==> src/hbridge_pkg.sv <==
`default_nettype none

package hbridge_pkg;

   // =========================================================================
   // datapath widths
   // =========================================================================

   // signed tank sample from the ADC, also its negation
   typedef logic signed [13:0] adc_sample_t;

   // offset-binary word for the DAC copies
   typedef logic [13:0] dac_word_t;

   // mosfet gates
   // bit 0 M1, bit 1 M2, bit 2 M3, bit 3 M4
   // leg 1 is M1/M3, leg 2 is M2/M4
   typedef logic [3:0] gate_t;

   // phi setpoint in degrees
   typedef logic [7:0] angle_t;

   // dead time and start-up counters, in clock cycles
   typedef logic [7:0] dt_count_t;
   typedef logic [7:0] startup_cnt_t;

   // bridge start-up sequence
   typedef enum logic [1:0] {
      st_off,
      st_bootstrap,
      st_force,
      st_run
   } bridge_state_t;

   // =========================================================================
   // fixed constants
   // =========================================================================

   // mid-scale for the 14-bit DAC
   localparam dac_word_t DAC_OFFSET = 14'd8191;
   // low side on, charges the bootstrap caps
   localparam gate_t GATES_BOOTSTRAP = 4'b1100;
   // M1 and M4 on, forced initial state
   localparam gate_t GATES_FORCE = 4'b1001;

endpackage

`default_nettype wire

==> src/adc_capture.sv <==
`timescale 1ns/1ps
`default_nettype none

module adc_capture (
   input  wire                           i_reset,
   input  wire                           ADA_DCO,
   input  wire hbridge_pkg::adc_sample_t i_ada_data,
   input  wire hbridge_pkg::adc_sample_t i_adb_data,
   output hbridge_pkg::adc_sample_t      o_vc,
   output hbridge_pkg::adc_sample_t      o_ic,
   output hbridge_pkg::dac_word_t        o_da,
   output hbridge_pkg::dac_word_t        o_db
);
   import hbridge_pkg::*;

   // negated samples, sign flip for the control law
   adc_sample_t neg_a;
   adc_sample_t neg_b;

   // two's complement, -(-8192) wraps back to -8192
   assign neg_a = -i_ada_data;
   assign neg_b = -i_adb_data;

   // =========================================================================
   // sample registers
   // =========================================================================

   always_ff @(posedge ADA_DCO) begin
      if (i_reset) begin
         o_vc <= '0;
         o_ic <= '0;
         o_da <= '0;
         o_db <= '0;
      end else begin
         // channel A is the tank voltage, B the tank current
         o_vc <= neg_a;
         o_ic <= neg_b;
         // shift to offset binary, wraps mod 2^14
         o_da <= dac_word_t'(neg_a) + DAC_OFFSET;
         o_db <= dac_word_t'(neg_b) + DAC_OFFSET;
      end
   end

   // dac copies stay in step with the samples they mirror
   a_dac_tracks_sample : assert property (@(posedge ADA_DCO) disable iff (i_reset)
      !$past(i_reset) |-> (o_da == dac_word_t'(o_vc) + DAC_OFFSET)
                       && (o_db == dac_word_t'(o_ic) + DAC_OFFSET))
      else $error("adc_capture: DAC copy does not match sample");

endmodule

`default_nettype wire

==> src/input_debounce.sv <==
`timescale 1ns/1ps
`default_nettype none

module input_debounce #(
   parameter int N               = 4,
   parameter int DEBOUNCE_CYCLES = 16
) (
   input  wire          i_reset,
   input  wire          ADA_DCO,
   input  wire  [N-1:0] i_raw,
   output logic [N-1:0] o_stable
);

   // wide enough to hold DEBOUNCE_CYCLES
   localparam int CW = $clog2(DEBOUNCE_CYCLES + 1);
   // last count before the stable bit flips
   localparam logic [CW-1:0] LAST_CNT = CW'(DEBOUNCE_CYCLES - 1);

   // one stability counter per input bit
   logic [CW-1:0] stab_cnt [N];

   // =========================================================================
   // per-bit stable-time filter
   // =========================================================================

   always_ff @(posedge ADA_DCO) begin
      if (i_reset) begin
         o_stable <= '0;
         for (int i = 0; i < N; i++) begin
            stab_cnt[i] <= '0;
         end
      end else begin
         for (int i = 0; i < N; i++) begin
            if (i_raw[i] == o_stable[i]) begin
               // bounce back or idle restarts the count
               stab_cnt[i] <= '0;
            end else if (stab_cnt[i] == LAST_CNT) begin
               // new level held long enough
               o_stable[i] <= i_raw[i];
               stab_cnt[i] <= '0;
            end else begin
               stab_cnt[i] <= stab_cnt[i] + 1'b1;
            end
         end
      end
   end

   // a stable bit only moves after its raw bit held the new level for the whole window
   for (genvar g = 0; g < N; g++) begin : g_chk
      for (genvar k = 1; k <= DEBOUNCE_CYCLES; k++) begin : g_hold
         a_flip_after_hold : assert property (@(posedge ADA_DCO) disable iff (i_reset)
            !$past(i_reset) && $changed(o_stable[g]) |-> $past(i_raw[g], k) == o_stable[g])
            else $error("input_debounce: bit %0d flipped before its input settled", g);
      end
   end

endmodule

`default_nettype wire

==> src/setpoint_control.sv <==
`timescale 1ns/1ps
`default_nettype none

module setpoint_control #(
   parameter int PHI_STEP = 5,
   parameter int PHI_MIN  = 0,
   parameter int PHI_MAX  = 90
) (
   input  wire                  i_reset,
   input  wire                  ADA_DCO,
   input  wire                  i_clear,
   input  wire                  i_inc,
   input  wire                  i_dec,
   output hbridge_pkg::angle_t  o_phi
);
   import hbridge_pkg::*;

   localparam angle_t     MIN_A   = angle_t'(PHI_MIN);
   localparam angle_t     MAX_A   = angle_t'(PHI_MAX);
   localparam angle_t     STEP_A  = angle_t'(PHI_STEP);
   // 9-bit bounds, one spare bit for the up step
   localparam logic [8:0] MAX_W   = 9'(PHI_MAX);
   localparam logic [8:0] FLOOR_W = 9'(PHI_MIN + PHI_STEP);

   // previous button levels for edge detect
   logic   clear_q;
   logic   inc_q;
   logic   dec_q;
   logic   clear_rise;
   logic   inc_rise;
   logic   dec_rise;
   logic [8:0] phi_up;
   angle_t phi_next;

   assign clear_rise = i_clear & ~clear_q;
   assign inc_rise   = i_inc & ~inc_q;
   assign dec_rise   = i_dec & ~dec_q;

   assign phi_up = {1'b0, o_phi} + 9'(PHI_STEP);

   // =========================================================================
   // next phi, clear first, then inc over dec
   // =========================================================================

   always_comb begin
      phi_next = o_phi;
      if (clear_rise) begin
         phi_next = MIN_A;
      end else if (inc_rise) begin
         // clamp at the top
         phi_next = (phi_up > MAX_W) ? MAX_A : phi_up[7:0];
      end else if (dec_rise) begin
         // clamp at the bottom, no underflow
         phi_next = ({1'b0, o_phi} < FLOOR_W) ? MIN_A : o_phi - STEP_A;
      end
   end

   always_ff @(posedge ADA_DCO) begin
      if (i_reset) begin
         clear_q <= 1'b0;
         inc_q   <= 1'b0;
         dec_q   <= 1'b0;
         o_phi   <= MIN_A;
      end else begin
         clear_q <= i_clear;
         inc_q   <= i_inc;
         dec_q   <= i_dec;
         o_phi   <= phi_next;
      end
   end

   a_phi_in_range : assert property (@(posedge ADA_DCO) disable iff (i_reset)
      (o_phi >= MIN_A) && (o_phi <= MAX_A))
      else $error("setpoint_control: phi %0d outside its range", o_phi);

endmodule

`default_nettype wire

==> src/dead_time.sv <==
`timescale 1ns/1ps
`default_nettype none

module dead_time #(
   parameter int DT_SEL0 = 8,
   parameter int DT_SEL1 = 2,
   parameter int DT_SEL2 = 4,
   parameter int DT_SEL3 = 6
) (
   input  wire                 i_reset,
   input  wire                 ADA_DCO,
   input  wire [1:0]           i_dt_sel,
   input  wire hbridge_pkg::gate_t i_gate_cmd,
   output hbridge_pkg::gate_t  o_gate
);
   import hbridge_pkg::*;

   localparam int NG = $bits(gate_t);
   // shortest selectable dead time
   localparam int MIN_DT01 = (DT_SEL0 < DT_SEL1) ? DT_SEL0 : DT_SEL1;
   localparam int MIN_DT23 = (DT_SEL2 < DT_SEL3) ? DT_SEL2 : DT_SEL3;
   localparam int MIN_DT   = (MIN_DT01 < MIN_DT23) ? MIN_DT01 : MIN_DT23;

   // dead time picked by i_dt_sel every cycle
   dt_count_t dt_len;
   // high-time counter per gate
   dt_count_t hi_cnt [NG];

   // =========================================================================
   // dead time select
   // =========================================================================

   always_comb begin
      case (i_dt_sel)
         2'd0:    dt_len = dt_count_t'(DT_SEL0);
         2'd1:    dt_len = dt_count_t'(DT_SEL1);
         2'd2:    dt_len = dt_count_t'(DT_SEL2);
         default: dt_len = dt_count_t'(DT_SEL3);
      endcase
   end

   // =========================================================================
   // per-gate turn-on delay
   // =========================================================================

   // turn-off goes straight through and turn-on waits dt_len cycles
   always_ff @(posedge ADA_DCO) begin
      if (i_reset) begin
         o_gate <= '0;
         for (int i = 0; i < NG; i++) begin
            hi_cnt[i] <= '0;
         end
      end else begin
         for (int i = 0; i < NG; i++) begin
            if (!i_gate_cmd[i]) begin
               // command low drops the gate at once
               hi_cnt[i] <= '0;
               o_gate[i] <= 1'b0;
            end else if (hi_cnt[i] >= dt_len) begin
               // counter parks once the wait is over
               o_gate[i] <= 1'b1;
            end else begin
               hi_cnt[i] <= hi_cnt[i] + 1'b1;
            end
         end
      end
   end

   // a gate turns on only after its command held through the shortest dead time
   for (genvar g = 0; g < NG; g++) begin : g_chk
      for (genvar k = 1; k <= MIN_DT + 1; k++) begin : g_hold
         a_rise_after_dead_time : assert property (@(posedge ADA_DCO) disable iff (i_reset)
            $rose(o_gate[g]) |-> $past(i_gate_cmd[g], k))
            else $error("dead_time: gate %0d rose before the dead time", g);
      end
   end

endmodule

`default_nettype wire

==> src/bridge_sequencer.sv <==
`timescale 1ns/1ps
`default_nettype none

module bridge_sequencer #(
   parameter int BOOT_CYCLES   = 10,
   parameter int CHARGE_CYCLES = 16
) (
   input  wire                     i_reset,
   input  wire                     ADA_DCO,
   input  wire                     i_enable,
   input  wire hbridge_pkg::gate_t i_gate,
   output hbridge_pkg::gate_t      o_q
);
   import hbridge_pkg::*;

   localparam startup_cnt_t BOOT_LAST   = startup_cnt_t'(BOOT_CYCLES);
   localparam startup_cnt_t CHARGE_LAST = startup_cnt_t'(CHARGE_CYCLES);

   bridge_state_t state;
   startup_cnt_t  startup_cnt;
   gate_t         q_next;
   // both switches of one leg requested together
   logic          shoot_through;

   assign shoot_through = (i_gate[0] & i_gate[2]) | (i_gate[1] & i_gate[3]);

   // =========================================================================
   // start-up state machine
   // =========================================================================

   // bootstrap while cnt <= BOOT_CYCLES, force while cnt <= CHARGE_CYCLES
   always_ff @(posedge ADA_DCO) begin
      if (i_reset) begin
         state       <= st_off;
         startup_cnt <= '0;
      end else if (!i_enable) begin
         // bridge off and the sequence restarts on the next enable
         state       <= st_off;
         startup_cnt <= '0;
      end else begin
         case (state)
            st_off: begin
               state <= st_bootstrap;
            end
            st_bootstrap: begin
               startup_cnt <= startup_cnt + 1'b1;
               if (startup_cnt >= BOOT_LAST) begin
                  state <= st_force;
               end
            end
            st_force: begin
               startup_cnt <= startup_cnt + 1'b1;
               if (startup_cnt >= CHARGE_LAST) begin
                  state <= st_run;
               end
            end
            default: begin
               // running with the counter frozen
               state <= st_run;
            end
         endcase
      end
   end

   // =========================================================================
   // gate selection and output register
   // =========================================================================

   always_comb begin
      case (state)
         st_bootstrap: q_next = GATES_BOOTSTRAP;
         st_force:     q_next = GATES_FORCE;
         st_run:       q_next = shoot_through ? gate_t'(0) : i_gate;
         default:      q_next = '0;
      endcase
      // enable low kills the gates without waiting for the FSM
      if (!i_enable) begin
         q_next = '0;
      end
   end

   always_ff @(posedge ADA_DCO) begin
      if (i_reset) begin
         o_q <= '0;
      end else begin
         o_q <= q_next;
      end
   end

   a_no_shoot_through : assert property (@(posedge ADA_DCO) disable iff (i_reset)
      !((o_q[0] && o_q[2]) || (o_q[1] && o_q[3])))
      else $error("bridge_sequencer: both gates of a leg on, q=%b", o_q);

endmodule

`default_nettype wire

==> src/hbridge_top.sv <==
`timescale 1ns/1ps
`default_nettype none

module hbridge_top #(
   parameter int DEBOUNCE_CYCLES = 16,
   parameter int PHI_STEP        = 5,
   parameter int PHI_MIN         = 0,
   parameter int PHI_MAX         = 90,
   parameter int DT_SEL0         = 8,
   parameter int DT_SEL1         = 2,
   parameter int DT_SEL2         = 4,
   parameter int DT_SEL3         = 6,
   parameter int BOOT_CYCLES     = 10,
   parameter int CHARGE_CYCLES   = 16
) (
   input  wire                           ADA_DCO,
   input  wire                           i_reset,
   // tank adc samples, two's complement
   input  wire hbridge_pkg::adc_sample_t i_ada_data,
   input  wire hbridge_pkg::adc_sample_t i_adb_data,
   // buttons: 0 clear, 1 inc, 2 dec
   input  wire [3:0]                     i_button,
   // switches: 0 bridge enable
   input  wire [3:0]                     i_sw,
   input  wire [1:0]                     i_dt_sel,
   // switching command from the control law
   input  wire hbridge_pkg::gate_t       i_gate_cmd,
   output hbridge_pkg::adc_sample_t      o_vc,
   output hbridge_pkg::adc_sample_t      o_ic,
   output hbridge_pkg::dac_word_t        o_da,
   output hbridge_pkg::dac_word_t        o_db,
   output hbridge_pkg::angle_t           o_phi,
   output hbridge_pkg::gate_t            o_q
);
   import hbridge_pkg::*;

   logic [3:0] button_stable;
   logic [3:0] sw_stable;
   // commands after dead time insertion
   gate_t      gate_dt;

   // =========================================================================
   // sensing path
   // =========================================================================

   adc_capture u_adc_capture (
      .i_reset    (i_reset),
      .ADA_DCO    (ADA_DCO),
      .i_ada_data (i_ada_data),
      .i_adb_data (i_adb_data),
      .o_vc       (o_vc),
      .o_ic       (o_ic),
      .o_da       (o_da),
      .o_db       (o_db)
   );

   // user inputs
   input_debounce #(
      .N               (4),
      .DEBOUNCE_CYCLES (DEBOUNCE_CYCLES)
   ) button_db (
      .i_reset  (i_reset),
      .ADA_DCO  (ADA_DCO),
      .i_raw    (i_button),
      .o_stable (button_stable)
   );

   input_debounce #(
      .N               (4),
      .DEBOUNCE_CYCLES (DEBOUNCE_CYCLES)
   ) switch_db (
      .i_reset  (i_reset),
      .ADA_DCO  (ADA_DCO),
      .i_raw    (i_sw),
      .o_stable (sw_stable)
   );

   setpoint_control #(
      .PHI_STEP (PHI_STEP),
      .PHI_MIN  (PHI_MIN),
      .PHI_MAX  (PHI_MAX)
   ) u_setpoint_control (
      .i_reset (i_reset),
      .ADA_DCO (ADA_DCO),
      .i_clear (button_stable[0]),
      .i_inc   (button_stable[1]),
      .i_dec   (button_stable[2]),
      .o_phi   (o_phi)
   );

   // =========================================================================
   // gate drive path
   // =========================================================================

   dead_time #(
      .DT_SEL0 (DT_SEL0),
      .DT_SEL1 (DT_SEL1),
      .DT_SEL2 (DT_SEL2),
      .DT_SEL3 (DT_SEL3)
   ) u_dead_time (
      .i_reset    (i_reset),
      .ADA_DCO    (ADA_DCO),
      .i_dt_sel   (i_dt_sel),
      .i_gate_cmd (i_gate_cmd),
      .o_gate     (gate_dt)
   );

   bridge_sequencer #(
      .BOOT_CYCLES   (BOOT_CYCLES),
      .CHARGE_CYCLES (CHARGE_CYCLES)
   ) u_bridge_sequencer (
      .i_reset  (i_reset),
      .ADA_DCO  (ADA_DCO),
      .i_enable (sw_stable[0]),
      .i_gate   (gate_dt),
      .o_q      (o_q)
   );

endmodule

`default_nettype wire

==> config.mk <==
export PLATFORM = sky130hd
export DESIGN_NAME = hbridge_top
export DESIGN_NICKNAME = d
export VERILOG_FILES = /design/src/hbridge_pkg.sv /design/src/adc_capture.sv /design/src/input_debounce.sv /design/src/setpoint_control.sv /design/src/dead_time.sv /design/src/bridge_sequencer.sv /design/src/hbridge_top.sv
export SDC_FILE = /design/constraint.sdc
export NUM_CORES = 1
export LEC_CHECK = 0
export BUFFER_PORTS_ARGS = -buffer_cell sky130_fd_sc_hd__buf_4
export CAP_MARGIN = 20
export CORE_ASPECT_RATIO = 1.4
export CORE_MARGIN = 2
export CORE_UTILIZATION = 56
export CTS_CLUSTER_DIAMETER = 100
export CTS_CLUSTER_SIZE = 40
export DETAILED_ROUTE_END_ITERATION = 16
export HOLD_SLACK_MARGIN = 0.15
export PLACE_DENSITY = 0.79
export SETUP_SLACK_MARGIN = 0.15
export SLEW_MARGIN = 0
export SYNTH_ARGS = -nofsm -noshare
export SYNTH_HDL_FRONTEND = slang
export SYNTH_SLANG_ARGS = --single-unit
==> constraint.sdc <==
create_clock -name ADA_DCO -period 3.6 [get_ports ADA_DCO]
set_input_delay 0.36 -clock ADA_DCO [delete_from_list [all_inputs] [get_ports ADA_DCO]]
set_output_delay 0.36 -clock ADA_DCO [all_outputs]
set_load 0.02 [all_outputs]
==> flow_metrics.py <==
metrics = {
    "detailed_routing": {
        "firstDrtPassIters": 4,
        "drtIter0Drc": 170,
        "ant_nets": 0,
        "routedWlPerCell_um": 14.7,
        "viasPerCell": 5.36,
        "drc": 0,
        "vias": 5275,
        "wl_mm": 14.5,
    },
    "clock_tree": {
        "h-tree-depth": 4,
        "cts_tree": "done",
        "clock_sinks": 141,
        "root_buffer": "clkbuf_16",
        "cts.clk_slew.worst_paths_ps": 60,
        "cts_buffer_depth": 2,
        "postCtsSetupBuffers": 0,
        "clock_latency_ps": 410,
        "cts_resized": 0,
        "cts_inserted_buffers": 17,
    },
    "worst_setup_path": {
        "critPathRequiredTime_ps": 3940,
        "start_kind": "input pin",
        "critical_path.max_stage_delay_ps": 540,
        "path_cells": "dlygate4sd3_1, buf_4, or3b_2, or4_4, a222oi_1, nand2_1, or4_1, a21oi_1",
        "worstSetupStartpoint": "i_ada_data[2]",
        "cp_num_buf_inv": 2,
        "cpMaxStageDelayCell": "dlygate4sd3_1",
        "cp_max_fo": 6,
        "reg2reg_from": "u_setpoint_control.o_phi[0]$_SDFFE_PP0P_",
        "critPathKind": "input pin to flop",
        "path_delay_family": "simple AND/OR/NAND/NOR gates",
        "arrival_ps": 3330,
        "cp-end-kind": "flop",
    },
    "power_and_ir_drop": {
        "power_leakage_nw": 3.46,
        "ir_worst_vdd_uv": 333,
        "cellPowerDensity_nw_per_um2": 492,
        "power.total_mw": 4.14,
    },
    "sta": {
        "max_freq_mhz": 335,
        "worst_clock_skew_ps": 6.97,
        "setup_viol": 0,
        "slew_violations": 0,
        "relSlewSlack_pct": 50.7,
        "hold_violations": 0,
        "rsz0062_at_grt": "false",
        "worst_slew_pin_slew_ps": 739,
        "fin_crit_sh_pct": 83.0,
        "setup-tns-final_ps": 0,
        "layout_min_cycle_time_ps": 2990,
    },
    "die": {
        "ios": 112,
        "initial_core_util_pct": 57.2,
        "dieArea_um2": 12900,
        "row_count": 47,
        "die_width_um": 96.7,
        "fp.dieH_um": 134,
        "core-area_um2": 11800,
    },
    "job": {
        "cap_violations": 0,
    },
    "finish": {
        "drive_above_1_share_pct": 17.8,
        "syn2layout_area_growth_pct": 25.1,
        "n_fill_cell": 897,
        "insertedDiodeCount": 0,
        "nNetsFinal": 901,
    },
    "yosys": {
        "post_synth_fa_ha_maj_area_fraction_pct": 6.54,
        "synthTopCellsByArea": "dfxtp_1, edfxtp_1, nor2_1",
        "synth_top_family_by_area": "simple AND/OR/NAND/NOR gates",
        "synthMuxAreaShare_pct": 1.36,
        "synth_edf_count": 52,
        "yosys.area.top_type": "dfxtp_1",
        "synthArstFlopShare_pct": 0,
        "synth_compound_area_share_pct": 9.57,
        "synth_seq_cells": 141,
        "synth_warnings": 0,
        "yosysSeqAreaShare_pct": 49.7,
        "yosysMostFrequentCell": "nor2_1",
        "netlist_area_um2": 6730,
        "synth_top_area_share_pct": 26.5,
        "synthTopCellsByCount": "nor2_1, dfxtp_1, edfxtp_1, inv_1, nand2_1",
        "syn_inst": 695,
        "synthXorXnorAreaFrac_pct": 8.46,
        "synth-simple-area-share_pct": 20.5,
        "synthDistinctLibCells": 58,
        "synth_ff_type": "dfxtp_1",
        "avgSynthCellArea_um2": 9.69,
    },
    "place": {
        "io_buffers": 107,
        "dpl.hpwl_mm": 10.5,
        "gp_congestion": 0.872,
    },
    "global_routing": {
        "grt_pass1_wl_mm": 24.3,
        "overflow": 0,
        "antenna_found_initial": 0,
        "grt_start_max_net_pins": 74,
        "grt_use_total_pct": 23.1,
        "first_global_vias": 5389,
    },
    "status": {
        "status": "finished clean",
    },
    "worst_hold_path": {
        "worstHoldStart": "i_ada_data[0]",
        "hp-class": "input pin to flop",
    },
}
## what timing repair did
| item | 4_1_cts | 5_1_grt |
|---|---|---|
| endpoints found under the hold margin | 1 | 0 |
| endpoints found under the setup margin | 0 | 0 |
| hold buffers | 1 | 0 |
## per-stage QoR
stage | hold slack, ps | cells | setup WS [ps] | util (%) | cell area [µm²]
global placement | 461 | 952 | 505 | 65.6 | 7720
finish | 170 | 985 | 611 | 71.6 | 8420
detailed placement | 477 | 952 | 445 | 65.6 | 7720
floorplan | 432 | 725 | 814 | - | 6840
global route | 163 | 985 | 510 | 71.6 | 8420
CTS | 152 | 985 | 658 | 71.6 | 8420
## metal layers
metal	global-route usage, %	vias to the layer above	wire (µm)	share of wire, %
li1	-	2639	-	-
met1	24.5	2466	5550	38
met2	43.1	147	7700	53
met3	7.29	23	938	6.5
met4	7.43	0	276	1.9
met5	0	-	0	0
## worst paths after layout
path | to | slack (ps) | depth (start not counted)
max reg2reg | u_setpoint_control.o_phi[1]$_SDFFE_PP0P_ | 1180 | 7
min reg2reg | u_bridge_sequencer.o_q[1]$_SDFF_PP0_ | 490 | 1
max | u_adc_capture.o_da[13]$_SDFF_PP0_ | 610 | 8
min | u_adc_capture.o_da[0]$_SDFF_PP0_ | 170 | 2
## power breakdown
part / internal (mW) / switching (mW) / total (mW)
logic: 0.157 / 0.218 / 0.374
clock network: 1.33 / 0.662 / 2.00
registers: 1.73 / 0.0383 / 1.77
total: 3.22 / 0.918 / 4.14
## cells by family (layout without fill, tap and decap cells)
| family | after synthesis | count (layout) |
|---|---|---|
| other cells | 2 | 32 |
| fa+ha+maj | 36 | 36 |
| buf+inv | 63 | 176 |
| flops | 141 | 141 |
| xor+xnor | 65 | 65 |
| compound gates | 97 | 97 |
| mux | 9 | 9 |
| simple gates | 282 | 282 |
## state kept, by name (all words and copies together) (netlist names), 5 cells and up
name	flops
u_bridge_sequencer.startup_cnt	8
u_dead_time.hi_cnt	32
u_setpoint_control.o_phi	8
u_adc_capture.o_da	14
u_adc_capture.o_vc	14
button_db.stab_cnt	15
u_adc_capture.o_db	14
u_adc_capture.o_ic	14
switch_db.stab_cnt	5
## cells in the final DEF, fill, tap and decap left out, drive strengths merged, types with 7 or more instances in the layout
master,synthesis,layout
nor2,113,113
buf,4,108
dfxtp,89,89
edfxtp,52,52
inv,35,40
nand2,34,34
xor2,33,33
xnor2,32,32
ha,32,32
conb,2,32
a21oi,28,28
nand3,25,25
clkbuf,24,22
o21ai,19,19
nor2b,19,19
nor3,16,16
or3,16,16
nand2b,15,15
or4,11,11
nor4,10,10
mux2i,8,8
nand4,8,8
o31ai,7,7
## final cells by class
type | count | area [µm²] | area share [%]
clock buffer | 22 | 529 | 6.29
timing repair buffer | 109 | 821 | 9.75
clock inverter | 10 | 164 | 1.95
multi-input combinational | 521 | 3250 | 38.6
sequential | 141 | 3340 | 39.7
inverter | 35 | 131 | 1.56
tap | 147 | 184 | 2.18
(Power assumes the default switching activity.)
